--- src/source/cpu_isa_pkg.sv ---
`default_nettype none

package cpu_isa_pkg;

	// Widths with a meaning of their own
	typedef logic [15:0] word_t;
	typedef logic [15:0] instr_t;
	typedef logic [3:0] reg_idx_t;

	// Flag vector, Z on top, then V, then N
	typedef logic [2:0] flags_t;

	localparam int unsigned FLAG_Z = 2;
	localparam int unsigned FLAG_V = 1;
	localparam int unsigned FLAG_N = 0;

	// Write masks for the flag register
	localparam flags_t FLAGS_ALL = 3'b111;
	localparam flags_t FLAGS_Z_ONLY = 3'b100;

	// Major opcode in bits 15:12
	// 0011 and 0111 are unused in this core
	typedef enum logic [3:0] {
		ADD = 4'b0000,
		SUB = 4'b0001,
		XOR = 4'b0010,
		SLL = 4'b0100,
		SRA = 4'b0101,
		ROR = 4'b0110,
		LW  = 4'b1000,
		SW  = 4'b1001,
		LHB = 4'b1010,
		LLB = 4'b1011,
		B   = 4'b1100,
		BR  = 4'b1101,
		PCS = 4'b1110,
		HLT = 4'b1111
	} opcode_t;

	// Branch condition in bits 11:9
	typedef enum logic [2:0] {
		NE     = 3'b000,
		EQ     = 3'b001,
		GT     = 3'b010,
		LT     = 3'b011,
		GE     = 3'b100,
		LE     = 3'b101,
		OVF    = 3'b110,
		ALWAYS = 3'b111
	} cond_t;

endpackage

`default_nettype wire

--- src/source/cpu_pipe_pkg.sv ---
`default_nettype none

package cpu_pipe_pkg;

	// Fetch to decode, valid low marks a bubble
	typedef struct packed {
		logic valid;
		cpu_isa_pkg::instr_t instr;
		cpu_isa_pkg::word_t pc_next;
	} if_id_t;

	// Decode to execute
	typedef struct packed {
		cpu_isa_pkg::word_t pc_next;
		cpu_isa_pkg::instr_t instr;
		cpu_isa_pkg::word_t data_a;
		cpu_isa_pkg::word_t data_b;
		cpu_isa_pkg::reg_idx_t src_a;
		cpu_isa_pkg::reg_idx_t src_b;
		cpu_isa_pkg::reg_idx_t dst;
		logic reg_write;
		logic mem_to_reg;
		logic mem_write;
	} id_ex_t;

	// Execute to memory
	typedef struct packed {
		cpu_isa_pkg::word_t result;
		cpu_isa_pkg::word_t store_data;
		cpu_isa_pkg::word_t addr;
		cpu_isa_pkg::reg_idx_t dst;
		logic reg_write;
		logic mem_to_reg;
		logic mem_write;
		logic halt;
	} ex_mem_t;

	// Memory to writeback
	typedef struct packed {
		cpu_isa_pkg::word_t wdata;
		cpu_isa_pkg::reg_idx_t dst;
		logic reg_write;
		logic halt;
	} mem_wb_t;

	// Operand source in execute
	typedef enum logic [1:0] {
		FWD_NONE = 2'd0,
		FWD_MEM  = 2'd1,
		FWD_WB   = 2'd2
	} fwd_sel_t;

endpackage

`default_nettype wire

--- src/source/register_file.sv ---
`timescale 1ns/1ns
`default_nettype none

module register_file (
	input wire logic clk,
	input wire logic arst_n,
	input wire cpu_isa_pkg::reg_idx_t rd_idx_a,
	input wire cpu_isa_pkg::reg_idx_t rd_idx_b,
	output cpu_isa_pkg::word_t rd_data_a,
	output cpu_isa_pkg::word_t rd_data_b,
	input wire logic wr_en,
	input wire cpu_isa_pkg::reg_idx_t wr_idx,
	input wire cpu_isa_pkg::word_t wr_data
);

	cpu_isa_pkg::word_t regs [16];

	// Register 0 is never written
	always_ff @(posedge clk or negedge arst_n) begin
		if (!arst_n) begin
			for (int i = 0; i < 16; i++) begin
				regs[i] <= '0;
			end
		end else if (wr_en && (wr_idx != '0)) begin
			regs[wr_idx] <= wr_data;
		end
	end

	// Writeback data bypasses the array on a same-cycle hit
	assign rd_data_a = (rd_idx_a == '0) ? '0 :
		(wr_en && (wr_idx == rd_idx_a)) ? wr_data : regs[rd_idx_a];
	assign rd_data_b = (rd_idx_b == '0) ? '0 :
		(wr_en && (wr_idx == rd_idx_b)) ? wr_data : regs[rd_idx_b];

endmodule

`default_nettype wire

--- src/source/alu.sv ---
`timescale 1ns/1ns
`default_nettype none

module alu (
	input wire cpu_isa_pkg::opcode_t op,
	input wire cpu_isa_pkg::word_t a,
	input wire cpu_isa_pkg::word_t b,
	output cpu_isa_pkg::word_t result,
	output cpu_isa_pkg::flags_t flags,
	output cpu_isa_pkg::flags_t flag_wen
);

	logic [3:0] shamt;
	logic [31:0] rot;
	logic ovf;

	// Shift amount is the low nibble only
	assign shamt = b[3:0];
	// Rotate via a doubled word
	assign rot = {a, a} >> shamt;

	always_comb begin
		result = '0;
		ovf = 1'b0;
		flag_wen = '0;
		case (op)
			cpu_isa_pkg::ADD: begin
				result = a + b;
				// Operands agree in sign and the result does not
				ovf = (a[15] == b[15]) && (result[15] != a[15]);
				flag_wen = cpu_isa_pkg::FLAGS_ALL;
			end
			cpu_isa_pkg::SUB: begin
				result = a - b;
				ovf = (a[15] != b[15]) && (result[15] != a[15]);
				flag_wen = cpu_isa_pkg::FLAGS_ALL;
			end
			cpu_isa_pkg::XOR: begin
				result = a ^ b;
				flag_wen = cpu_isa_pkg::FLAGS_Z_ONLY;
			end
			cpu_isa_pkg::SLL: begin
				result = a << shamt;
				flag_wen = cpu_isa_pkg::FLAGS_Z_ONLY;
			end
			cpu_isa_pkg::SRA: begin
				result = $signed(a) >>> shamt;
				flag_wen = cpu_isa_pkg::FLAGS_Z_ONLY;
			end
			cpu_isa_pkg::ROR: begin
				result = rot[15:0];
				flag_wen = cpu_isa_pkg::FLAGS_Z_ONLY;
			end
			// Everything else leaves the flags alone
			default: begin
				result = '0;
			end
		endcase
	end

	assign flags[cpu_isa_pkg::FLAG_Z] = (result == '0);
	assign flags[cpu_isa_pkg::FLAG_V] = ovf;
	assign flags[cpu_isa_pkg::FLAG_N] = result[15];

endmodule

`default_nettype wire

--- src/source/branch_unit.sv ---
`timescale 1ns/1ns
`default_nettype none

module branch_unit (
	input wire logic clk,
	input wire logic arst_n,
	input wire cpu_isa_pkg::flags_t flags_new,
	input wire cpu_isa_pkg::flags_t flags_wen,
	input wire logic flush,
	input wire cpu_isa_pkg::instr_t instr,
	input wire cpu_isa_pkg::word_t pc_next,
	input wire cpu_isa_pkg::word_t reg_data,
	output logic taken,
	output cpu_isa_pkg::word_t target
);

	cpu_isa_pkg::flags_t flags;
	cpu_isa_pkg::opcode_t op;
	cpu_isa_pkg::cond_t cond;
	cpu_isa_pkg::word_t offset;
	logic z, v, n;
	logic cond_met;

	// Flag register, masked per bit
	always_ff @(posedge clk or negedge arst_n) begin
		if (!arst_n) begin
			flags <= '0;
		end else if (!flush) begin
			flags <= (flags & ~flags_wen) | (flags_new & flags_wen);
		end
	end

	assign z = flags[cpu_isa_pkg::FLAG_Z];
	assign v = flags[cpu_isa_pkg::FLAG_V];
	assign n = flags[cpu_isa_pkg::FLAG_N];

	assign op = cpu_isa_pkg::opcode_t'(instr[15:12]);
	assign cond = cpu_isa_pkg::cond_t'(instr[11:9]);

	always_comb begin
		case (cond)
			cpu_isa_pkg::NE:     cond_met = !z;
			cpu_isa_pkg::EQ:     cond_met = z;
			cpu_isa_pkg::GT:     cond_met = !z && !n;
			cpu_isa_pkg::LT:     cond_met = n;
			cpu_isa_pkg::GE:     cond_met = z || !n;
			cpu_isa_pkg::LE:     cond_met = z || n;
			cpu_isa_pkg::OVF:    cond_met = v;
			cpu_isa_pkg::ALWAYS: cond_met = 1'b1;
			default:             cond_met = 1'b0;
		endcase
	end

	// Word offset, sign extended and doubled
	assign offset = {{6{instr[8]}}, instr[8:0], 1'b0};

	assign taken = cond_met && ((op == cpu_isa_pkg::B) || (op == cpu_isa_pkg::BR));
	assign target = (op == cpu_isa_pkg::BR) ? reg_data : pc_next + offset;

endmodule

`default_nettype wire

--- src/source/hazard_unit.sv ---
`timescale 1ns/1ns
`default_nettype none

module hazard_unit (
	input wire logic clk,
	input wire logic arst_n,
	input wire cpu_isa_pkg::reg_idx_t id_src_a,
	input wire cpu_isa_pkg::reg_idx_t id_src_b,
	input wire cpu_isa_pkg::reg_idx_t ex_dst,
	input wire cpu_isa_pkg::reg_idx_t mem_dst,
	input wire cpu_isa_pkg::reg_idx_t wb_dst,
	input wire logic ex_mem_to_reg,
	input wire logic mem_reg_write,
	input wire logic wb_reg_write,
	input wire cpu_isa_pkg::reg_idx_t ex_src_a,
	input wire cpu_isa_pkg::reg_idx_t ex_src_b,
	input wire logic id_is_halt,
	input wire logic wb_halt,
	input wire logic flush,
	output logic stall,
	output logic fetch_hold,
	output logic hlt,
	output cpu_pipe_pkg::fwd_sel_t fwd_a,
	output cpu_pipe_pkg::fwd_sel_t fwd_b
);

	typedef enum logic [1:0] {
		RUNNING,
		DRAINING,
		HALTED
	} halt_state_t;

	halt_state_t state, state_next;
	logic halt_seen;

	// Newest producer wins, R0 never forwards
	function automatic cpu_pipe_pkg::fwd_sel_t pick_source(
		input cpu_isa_pkg::reg_idx_t src,
		input cpu_isa_pkg::reg_idx_t m_dst,
		input logic m_wen,
		input cpu_isa_pkg::reg_idx_t w_dst,
		input logic w_wen
	);
		if (src == '0) begin
			return cpu_pipe_pkg::FWD_NONE;
		end else if (m_wen && (m_dst == src)) begin
			return cpu_pipe_pkg::FWD_MEM;
		end else if (w_wen && (w_dst == src)) begin
			return cpu_pipe_pkg::FWD_WB;
		end
		return cpu_pipe_pkg::FWD_NONE;
	endfunction

	assign fwd_a = pick_source(ex_src_a, mem_dst, mem_reg_write, wb_dst, wb_reg_write);
	assign fwd_b = pick_source(ex_src_b, mem_dst, mem_reg_write, wb_dst, wb_reg_write);

	// Load in EX, consumer in ID
	assign stall = ex_mem_to_reg && (ex_dst != '0) &&
		((id_src_a == ex_dst) || (id_src_b == ex_dst));

	// ---------------------------------------
	// Halt sequencing
	// ---------------------------------------

	// A squashed HLT does not count
	assign halt_seen = id_is_halt && !flush;

	always_comb begin
		state_next = state;
		case (state)
			RUNNING: begin
				if (halt_seen) begin
					state_next = DRAINING;
				end
			end
			DRAINING: begin
				if (wb_halt) begin
					state_next = HALTED;
				end
			end
			HALTED: state_next = HALTED;
			default: state_next = RUNNING;
		endcase
	end

	always_ff @(posedge clk or negedge arst_n) begin
		if (!arst_n) begin
			state <= RUNNING;
		end else begin
			state <= state_next;
		end
	end

	assign fetch_hold = (state != RUNNING) || halt_seen;
	// Up as soon as HLT sits in writeback
	assign hlt = (state == HALTED) || ((state == DRAINING) && wb_halt);

	a_no_stall_when_halted: assert property (@(posedge clk) disable iff (!arst_n)
		!(stall && hlt));

endmodule

`default_nettype wire

--- src/source/cpu.sv ---
`timescale 1ns/1ns
`default_nettype none

module cpu #(
	parameter cpu_isa_pkg::word_t reset_vector = 16'h0000
) (
	input wire logic clk,
	input wire logic arst_n,
	output cpu_isa_pkg::word_t imem_addr,
	input wire cpu_isa_pkg::instr_t imem_data,
	output cpu_isa_pkg::word_t dmem_addr,
	output cpu_isa_pkg::word_t dmem_wdata,
	output logic dmem_wen,
	input wire cpu_isa_pkg::word_t dmem_rdata,
	output logic hlt,
	output cpu_isa_pkg::word_t pc_out
);

	// Hazard and branch control
	logic stall, fetch_hold, taken;
	cpu_pipe_pkg::fwd_sel_t fwd_a, fwd_b;
	cpu_isa_pkg::word_t target;

	// Pipeline registers
	cpu_pipe_pkg::if_id_t if_id;
	cpu_pipe_pkg::id_ex_t id_ex, id_ex_next;
	cpu_pipe_pkg::ex_mem_t ex_mem, ex_mem_next;
	cpu_pipe_pkg::mem_wb_t mem_wb;

	// ---------------------------------------
	// Fetch
	// ---------------------------------------
	cpu_isa_pkg::word_t pc, pc_plus_2;

	assign pc_plus_2 = pc + 16'd2;
	assign imem_addr = pc;
	assign pc_out = pc;

	// Branch redirect beats stall and halt hold
	always_ff @(posedge clk or negedge arst_n) begin
		if (!arst_n) begin
			pc <= reset_vector;
		end else if (taken) begin
			pc <= target;
		end else if (!stall && !fetch_hold) begin
			pc <= pc_plus_2;
		end
	end

	always_ff @(posedge clk or negedge arst_n) begin
		if (!arst_n) begin
			if_id <= '0;
		end else if (taken) begin
			if_id <= '0;
		end else if (!stall) begin
			// Bubbles behind a decoded HLT
			if (fetch_hold) begin
				if_id <= '0;
			end else begin
				if_id <= '{valid: 1'b1, instr: imem_data, pc_next: pc_plus_2};
			end
		end
	end

	// ---------------------------------------
	// Decode
	// ---------------------------------------
	cpu_isa_pkg::opcode_t id_op;
	cpu_isa_pkg::reg_idx_t id_src_a, id_src_b;
	cpu_isa_pkg::word_t id_data_a, id_data_b;
	logic id_is_halt;

	assign id_op = cpu_isa_pkg::opcode_t'(if_id.instr[15:12]);
	assign id_is_halt = if_id.valid && (id_op == cpu_isa_pkg::HLT);

	// Unused sources read R0, so they never stall or forward
	always_comb begin
		id_src_a = if_id.instr[7:4];
		id_src_b = '0;
		case (id_op)
			cpu_isa_pkg::ADD, cpu_isa_pkg::SUB, cpu_isa_pkg::XOR: id_src_b = if_id.instr[3:0];
			cpu_isa_pkg::SLL, cpu_isa_pkg::SRA, cpu_isa_pkg::ROR: id_src_b = '0;
			cpu_isa_pkg::LW, cpu_isa_pkg::BR: id_src_b = '0;
			// Store data comes from the rt field
			cpu_isa_pkg::SW: id_src_b = if_id.instr[11:8];
			// Byte loads merge into their own destination
			cpu_isa_pkg::LHB, cpu_isa_pkg::LLB: id_src_a = if_id.instr[11:8];
			default: id_src_a = '0;
		endcase
		if (!if_id.valid) begin
			id_src_a = '0;
			id_src_b = '0;
		end
	end

	register_file u_register_file (
		.clk(clk),
		.arst_n(arst_n),
		.rd_idx_a(id_src_a),
		.rd_idx_b(id_src_b),
		.rd_data_a(id_data_a),
		.rd_data_b(id_data_b),
		.wr_en(mem_wb.reg_write),
		.wr_idx(mem_wb.dst),
		.wr_data(mem_wb.wdata)
	);

	always_comb begin
		id_ex_next.pc_next = if_id.pc_next;
		id_ex_next.instr = if_id.instr;
		id_ex_next.data_a = id_data_a;
		id_ex_next.data_b = id_data_b;
		id_ex_next.src_a = id_src_a;
		id_ex_next.src_b = id_src_b;
		id_ex_next.dst = if_id.instr[11:8];
		id_ex_next.reg_write = if_id.valid && (id_op inside {cpu_isa_pkg::ADD,
			cpu_isa_pkg::SUB, cpu_isa_pkg::XOR, cpu_isa_pkg::SLL, cpu_isa_pkg::SRA,
			cpu_isa_pkg::ROR, cpu_isa_pkg::LW, cpu_isa_pkg::LHB, cpu_isa_pkg::LLB,
			cpu_isa_pkg::PCS});
		id_ex_next.mem_to_reg = if_id.valid && (id_op == cpu_isa_pkg::LW);
		id_ex_next.mem_write = if_id.valid && (id_op == cpu_isa_pkg::SW);
	end

	always_ff @(posedge clk or negedge arst_n) begin
		if (!arst_n) begin
			id_ex <= '0;
		end else if (taken || stall) begin
			id_ex <= '0;
		end else begin
			id_ex <= id_ex_next;
		end
	end

	// ---------------------------------------
	// Execute
	// ---------------------------------------
	cpu_isa_pkg::opcode_t ex_op;
	cpu_isa_pkg::word_t ex_a, ex_b, alu_b, alu_result, mem_data;
	cpu_isa_pkg::flags_t alu_flags, alu_flag_wen, ex_flag_wen;

	function automatic cpu_isa_pkg::word_t fwd_mux(
		input cpu_pipe_pkg::fwd_sel_t sel,
		input cpu_isa_pkg::word_t reg_val,
		input cpu_isa_pkg::word_t mem_val,
		input cpu_isa_pkg::word_t wb_val
	);
		case (sel)
			cpu_pipe_pkg::FWD_MEM: return mem_val;
			cpu_pipe_pkg::FWD_WB: return wb_val;
			default: return reg_val;
		endcase
	endfunction

	assign ex_op = cpu_isa_pkg::opcode_t'(id_ex.instr[15:12]);
	assign ex_a = fwd_mux(fwd_a, id_ex.data_a, mem_data, mem_wb.wdata);
	assign ex_b = fwd_mux(fwd_b, id_ex.data_b, mem_data, mem_wb.wdata);

	// Shifts take the immediate nibble
	assign alu_b = (ex_op inside {cpu_isa_pkg::SLL, cpu_isa_pkg::SRA, cpu_isa_pkg::ROR}) ?
		{12'b0, id_ex.instr[3:0]} : ex_b;

	alu u_alu (
		.op(ex_op),
		.a(ex_a),
		.b(alu_b),
		.result(alu_result),
		.flags(alu_flags),
		.flag_wen(alu_flag_wen)
	);

	// Bubbles carry instr zero, keep them off the flags
	assign ex_flag_wen = id_ex.reg_write ? alu_flag_wen : '0;

	branch_unit u_branch_unit (
		.clk(clk),
		.arst_n(arst_n),
		.flags_new(alu_flags),
		.flags_wen(ex_flag_wen),
		.flush(taken),
		.instr(id_ex.instr),
		.pc_next(id_ex.pc_next),
		.reg_data(ex_a),
		.taken(taken),
		.target(target)
	);

	always_comb begin
		ex_mem_next.store_data = ex_b;
		// Halfword-aligned base plus doubled offset
		ex_mem_next.addr = (ex_a & 16'hFFFE) +
			{{11{id_ex.instr[3]}}, id_ex.instr[3:0], 1'b0};
		ex_mem_next.dst = id_ex.dst;
		ex_mem_next.reg_write = id_ex.reg_write;
		ex_mem_next.mem_to_reg = id_ex.mem_to_reg;
		ex_mem_next.mem_write = id_ex.mem_write;
		ex_mem_next.halt = (ex_op == cpu_isa_pkg::HLT);
		case (ex_op)
			cpu_isa_pkg::LHB: ex_mem_next.result = {id_ex.instr[7:0], ex_a[7:0]};
			cpu_isa_pkg::LLB: ex_mem_next.result = {ex_a[15:8], id_ex.instr[7:0]};
			cpu_isa_pkg::PCS: ex_mem_next.result = id_ex.pc_next;
			default: ex_mem_next.result = alu_result;
		endcase
	end

	always_ff @(posedge clk or negedge arst_n) begin
		if (!arst_n) begin
			ex_mem <= '0;
		end else begin
			ex_mem <= ex_mem_next;
		end
	end

	// ---------------------------------------
	// Memory and writeback
	// ---------------------------------------
	assign dmem_addr = ex_mem.addr;
	assign dmem_wdata = ex_mem.store_data;
	assign dmem_wen = ex_mem.mem_write;
	assign mem_data = ex_mem.mem_to_reg ? dmem_rdata : ex_mem.result;

	always_ff @(posedge clk or negedge arst_n) begin
		if (!arst_n) begin
			mem_wb <= '0;
		end else begin
			mem_wb <= '{wdata: mem_data, dst: ex_mem.dst,
				reg_write: ex_mem.reg_write, halt: ex_mem.halt};
		end
	end

	hazard_unit u_hazard_unit (
		.clk(clk),
		.arst_n(arst_n),
		.id_src_a(id_src_a),
		.id_src_b(id_src_b),
		.ex_dst(id_ex.dst),
		.mem_dst(ex_mem.dst),
		.wb_dst(mem_wb.dst),
		.ex_mem_to_reg(id_ex.mem_to_reg),
		.mem_reg_write(ex_mem.reg_write),
		.wb_reg_write(mem_wb.reg_write),
		.ex_src_a(id_ex.src_a),
		.ex_src_b(id_ex.src_b),
		.id_is_halt(id_is_halt),
		.wb_halt(mem_wb.halt),
		.flush(taken),
		.stall(stall),
		.fetch_hold(fetch_hold),
		.hlt(hlt),
		.fwd_a(fwd_a),
		.fwd_b(fwd_b)
	);

	// Nothing younger than HLT may reach memory
	a_no_store_after_halt: assert property (@(posedge clk) disable iff (!arst_n)
		hlt |-> !dmem_wen);

endmodule

`default_nettype wire

--- config.mk ---
export PLATFORM = sky130hd
export DESIGN_NAME = cpu
export DESIGN_NICKNAME = d
export VERILOG_FILES = /design/src/source/cpu_isa_pkg.sv /design/src/source/cpu_pipe_pkg.sv /design/src/source/register_file.sv /design/src/source/alu.sv /design/src/source/branch_unit.sv /design/src/source/hazard_unit.sv /design/src/source/cpu.sv
export SDC_FILE = /design/constraint.sdc
export NUM_CORES = 1
export LEC_CHECK = 0
export BUFFER_PORTS_ARGS = -buffer_cell sky130_fd_sc_hd__buf_2
export CORE_MARGIN = 5
export CORE_UTILIZATION = 60
export CTS_CLUSTER_DIAMETER = 60
export DETAILED_ROUTE_END_ITERATION = 10
export PLACE_DENSITY = 0.74
export SLEW_MARGIN = 0
export SYNTH_ARGS = -nofsm -noshare
export SYNTH_HDL_FRONTEND = slang
export SYNTH_SLANG_ARGS = --single-unit
export TNS_END_PERCENT = 1
--- constraint.sdc ---
create_clock -name clk -period 9.5 [get_ports clk]
set_clock_uncertainty 0.05 [all_clocks]
set_input_delay 1.425 -clock clk [delete_from_list [all_inputs] [get_ports clk]]
set_output_delay 1.425 -clock clk [all_outputs]
set_load 0.01 [all_outputs]
==> flow_metrics.tcl <==
set metrics [dict create \
    syn_nets 3355 \
    min-delay-start "ex_mem[0]" \
    tns_ns 0 \
    synth_edf_count 0 \
    min_to "mem_wb[0]" \
    clock-root-buffer "clkbuf_16" \
    wl_per_cell_um 26.55 \
    clock_latency_ns 0.62 \
    p_int_w 0.005388 \
    p_switching_w 0.004473 \
    core_mm2 0.04765 \
    ir_worst_vdd_mv 0.1616 \
    seq_area_frac_synth 0.4006 \
    slew_violations 0 \
    cts_made_buffers 50 \
    cp_slowest_stage_delay_ns 0.76 \
    nNetsFinal 3242 \
    place.gp.congestion 1.016 \
    cp.arrival_ns 7.28 \
    fmax_mhz 147.0 \
    crit_chain "nor4_1 > nor4_2 > o2111a_1 > o221a_4 > inv_4 > o21ai_2 > buf_4 > inv_2 > ha_1 > fa_1 > nand2b_1 > a21oi_1 > o21bai_1 > a21oi_1 > o311ai_0 > o21ai_0 > a22oi_1 > o311a_1 > a32oi_1 > nor4_1 > nand4_1 > nor4_2 > a41o_1" \
    drive_gt1_frac 0.1686 \
    worstMarginPinSlew_ns 1.215 \
    cts_max_level 2 \
    finalWorstSetupSlack_ns 2.697 \
    p_seq_frac 0.316 \
    start_kind "flop" \
    die_h_um 229.3 \
    drtAntennaViolNets 0 \
    drtPass1Iterations 8 \
    slew_headroom 0.1889 \
    yosysWarnings 0 \
    async_flop_share 1.000 \
    hpwl_um 65050 \
    finalHoldWorstSlack_ns 0.3044 \
    post-route-drc-count 0 \
    worst_path_max_delay_cell "o2111a_1" \
    cts_resized 0 \
    end_kind "flop" \
    die_w_um 229.3 \
    critPathKind "flop to flop" \
    numClockSinks 462 \
    regArea_mm2 0.01156 \
    final_common_cell "nand2_1" \
    place.port_buffers 98 \
    multi_input_area_mm2 0.01566 \
    placed_area_mm2 0.02921 \
    avgSynthCellArea_um2 8.873 \
    synth_area_mm2 0.02886 \
    dieArea_mm2 0.05259 \
    synthToLayoutAreaGrowth_pct 7.222 \
    place_ws_ns 2.639 \
    max-cap-violations 0 \
    hold_depth 0 \
    r2r-start "mem_wb[2]" \
    hold_buffers 0 \
    fillers 3877 \
    post-cts-setup-buffers 0 \
    yosysUniqueCellTypes 94 \
    yosys_most_used_dff "dfrtp_1" \
    powerDensity_mw_per_mm2 318.7 \
    rr_worst_depth 23 \
    reg2reg_slack_ns 2.70 \
    grt-ovfl-total 0 \
    routed_wl_um 100800 \
    cts_tree "done" \
    status "completed" \
    final_cell_mix "nand2_1, dfrtp_1, mux2_2" \
    comb_power_share 0.475 \
    track_usage 0.3737 \
    cts_buffer_depth 3 \
    p_clk_frac 0.209 \
    hold_class "flop to flop" \
    syn_inst 3253 \
    rsz0062_at_grt "false" \
    switching_share 0.4536 \
    grt_start_max_net_pins 105 \
    hold_viol_final 0 \
    leakage_nw 13.99 \
    ys_seq_elements 462 \
    clk_pin_slew_ns 0.06 \
    num_rows 80 \
    antenna_found_initial 1 \
    via_per_inst 6.863 \
    required_ns 9.98 \
    initial_utilization 0.6058 \
    period_minus_slack_ns 6.803 \
    stdcell_area_mm2 0.03095 \
    setup_violations 0 \
    num_vias 26050 \
    drt_iter0_markers 3217 \
    cp_max_fo 39 \
    min_period_over_period 0.7161 \
    io_pins 100 \
    first_global_vias 25390 \
    grt_pass1_wl_um 154600 \
]
-- how the worst max path moves through the flow --
stage / start / to / slack (ns) / cells past startpoint
2_1_floorplan: dmem_rdata[0] / flop / 3.65 / 24
3_3_place_gp: dmem_rdata[0] / flop / 2.80 / 24
3_5_place_dp: dmem_rdata[0] / flop / 2.64 / 24
4_1_cts: mem_wb[2] / flop / 2.81 / 24
5_1_grt: mem_wb[2] / flop / 2.15 / 23
6_report: mem_wb[2] / flop / 2.70 / 23
-- stage by stage --
stage            util  cells  power, W
3_3_place_gp   0.6132   3703  0.007572
6_report       0.6495   3796  0.009862
4_1_cts        0.6495   3795  0.009734
3_5_place_dp   0.6132   3703  0.007654
2_1_floorplan       -   3253  0.006259
5_1_grt        0.6495   3795   0.01037
-- state kept, by name, indices dropped and copies added (netlist names), named ones only --
register	cells
ex_mem_next	6
dmem_addr	15
dmem_wen	1
ex_op	4
if_id	1
u_register_file.regs	256
mem_wb	22
id_ex	65
id_ex_next	32
dmem_wdata	16
ex_mem	23
u_hazard_unit.state	2
imem_addr	16
-- logic make-up (layout without fill, tap and decap cells) --
logic type                 Yosys count  after routing  synth area share
buffers and inverters              397            324           0.06164
adders and majority gates           69             69           0.03087
xor gates and xnor gates            94             94           0.02878
AOI/OAI and AO/OA                  716            716            0.1785
DFF                                462            462            0.4006
muxes                              299            299            0.1135
and+or+nand+nor                   1215           1215            0.1861
other                                1              2         0.0001299
-- metal layers --
| layer | global-route usage | part of all wire |
|---|---|---|
| met2 | 0.5814 | 0.45 |
| met5 | 0 | 0 |
| met1 | 0.4950 | 0.38 |
| met3 | 0.07097 | 0.098 |
| met4 | 0.2094 | 0.068 |
-- critical path, delay by kind of cell (launching register included) --
kind / cells / cell delay (ns)
adders and majority gates: 2 / 0.83
AOI/OAI and AO/OA: 12 / 2.85
DFF: 1 / 0.62
and+or+nand+nor: 6 / 1.40
buffers and inverters: 3 / 0.92
-- Yosys cell counts (all sizes together), types with 55 or more instances --
master,number,share of area
a21oi,129,0.022
a311oi,61,0.020
and3,67,0.015
buf,104,0.023
clkbuf,217,0.028
dfrtp,462,0.40
ha,64,0.028
inv,74,0.0098
mux2,223,0.087
mux2i,76,0.026
nand2,643,0.084
nand3,144,0.025
nor2,177,0.023
o21ai,130,0.023
xnor2,55,0.017
-- power by group through the flow --
stage	Sequential, W	Combinational (W)	Clock (W)
after floorplan	0.00283	0.00343	0
after global placement	0.00309	0.00448	0
after detailed placement	0.00312	0.00454	0
after CTS	0.00309	0.00456	0.00208
after global routing	0.00317	0.00502	0.00217
final	0.00312	0.00469	0.00206
-- final cells by class --
| class | count | share of cell area |
|---|---|---|
| Clock inverter | 16 | 0.009056 |
| Timing Repair Buffer | 156 | 0.03024 |
| Sequential cell | 462 | 0.3736 |
| Multi-Input combinational cell | 2394 | 0.5059 |
| Clock buffer | 76 | 0.04686 |
| Inverter | 76 | 0.009380 |
| Tap cell | 615 | 0.02486 |
| Antenna cell | 1 | 0.00008086 |
Power figures use the tool's default switching activity.
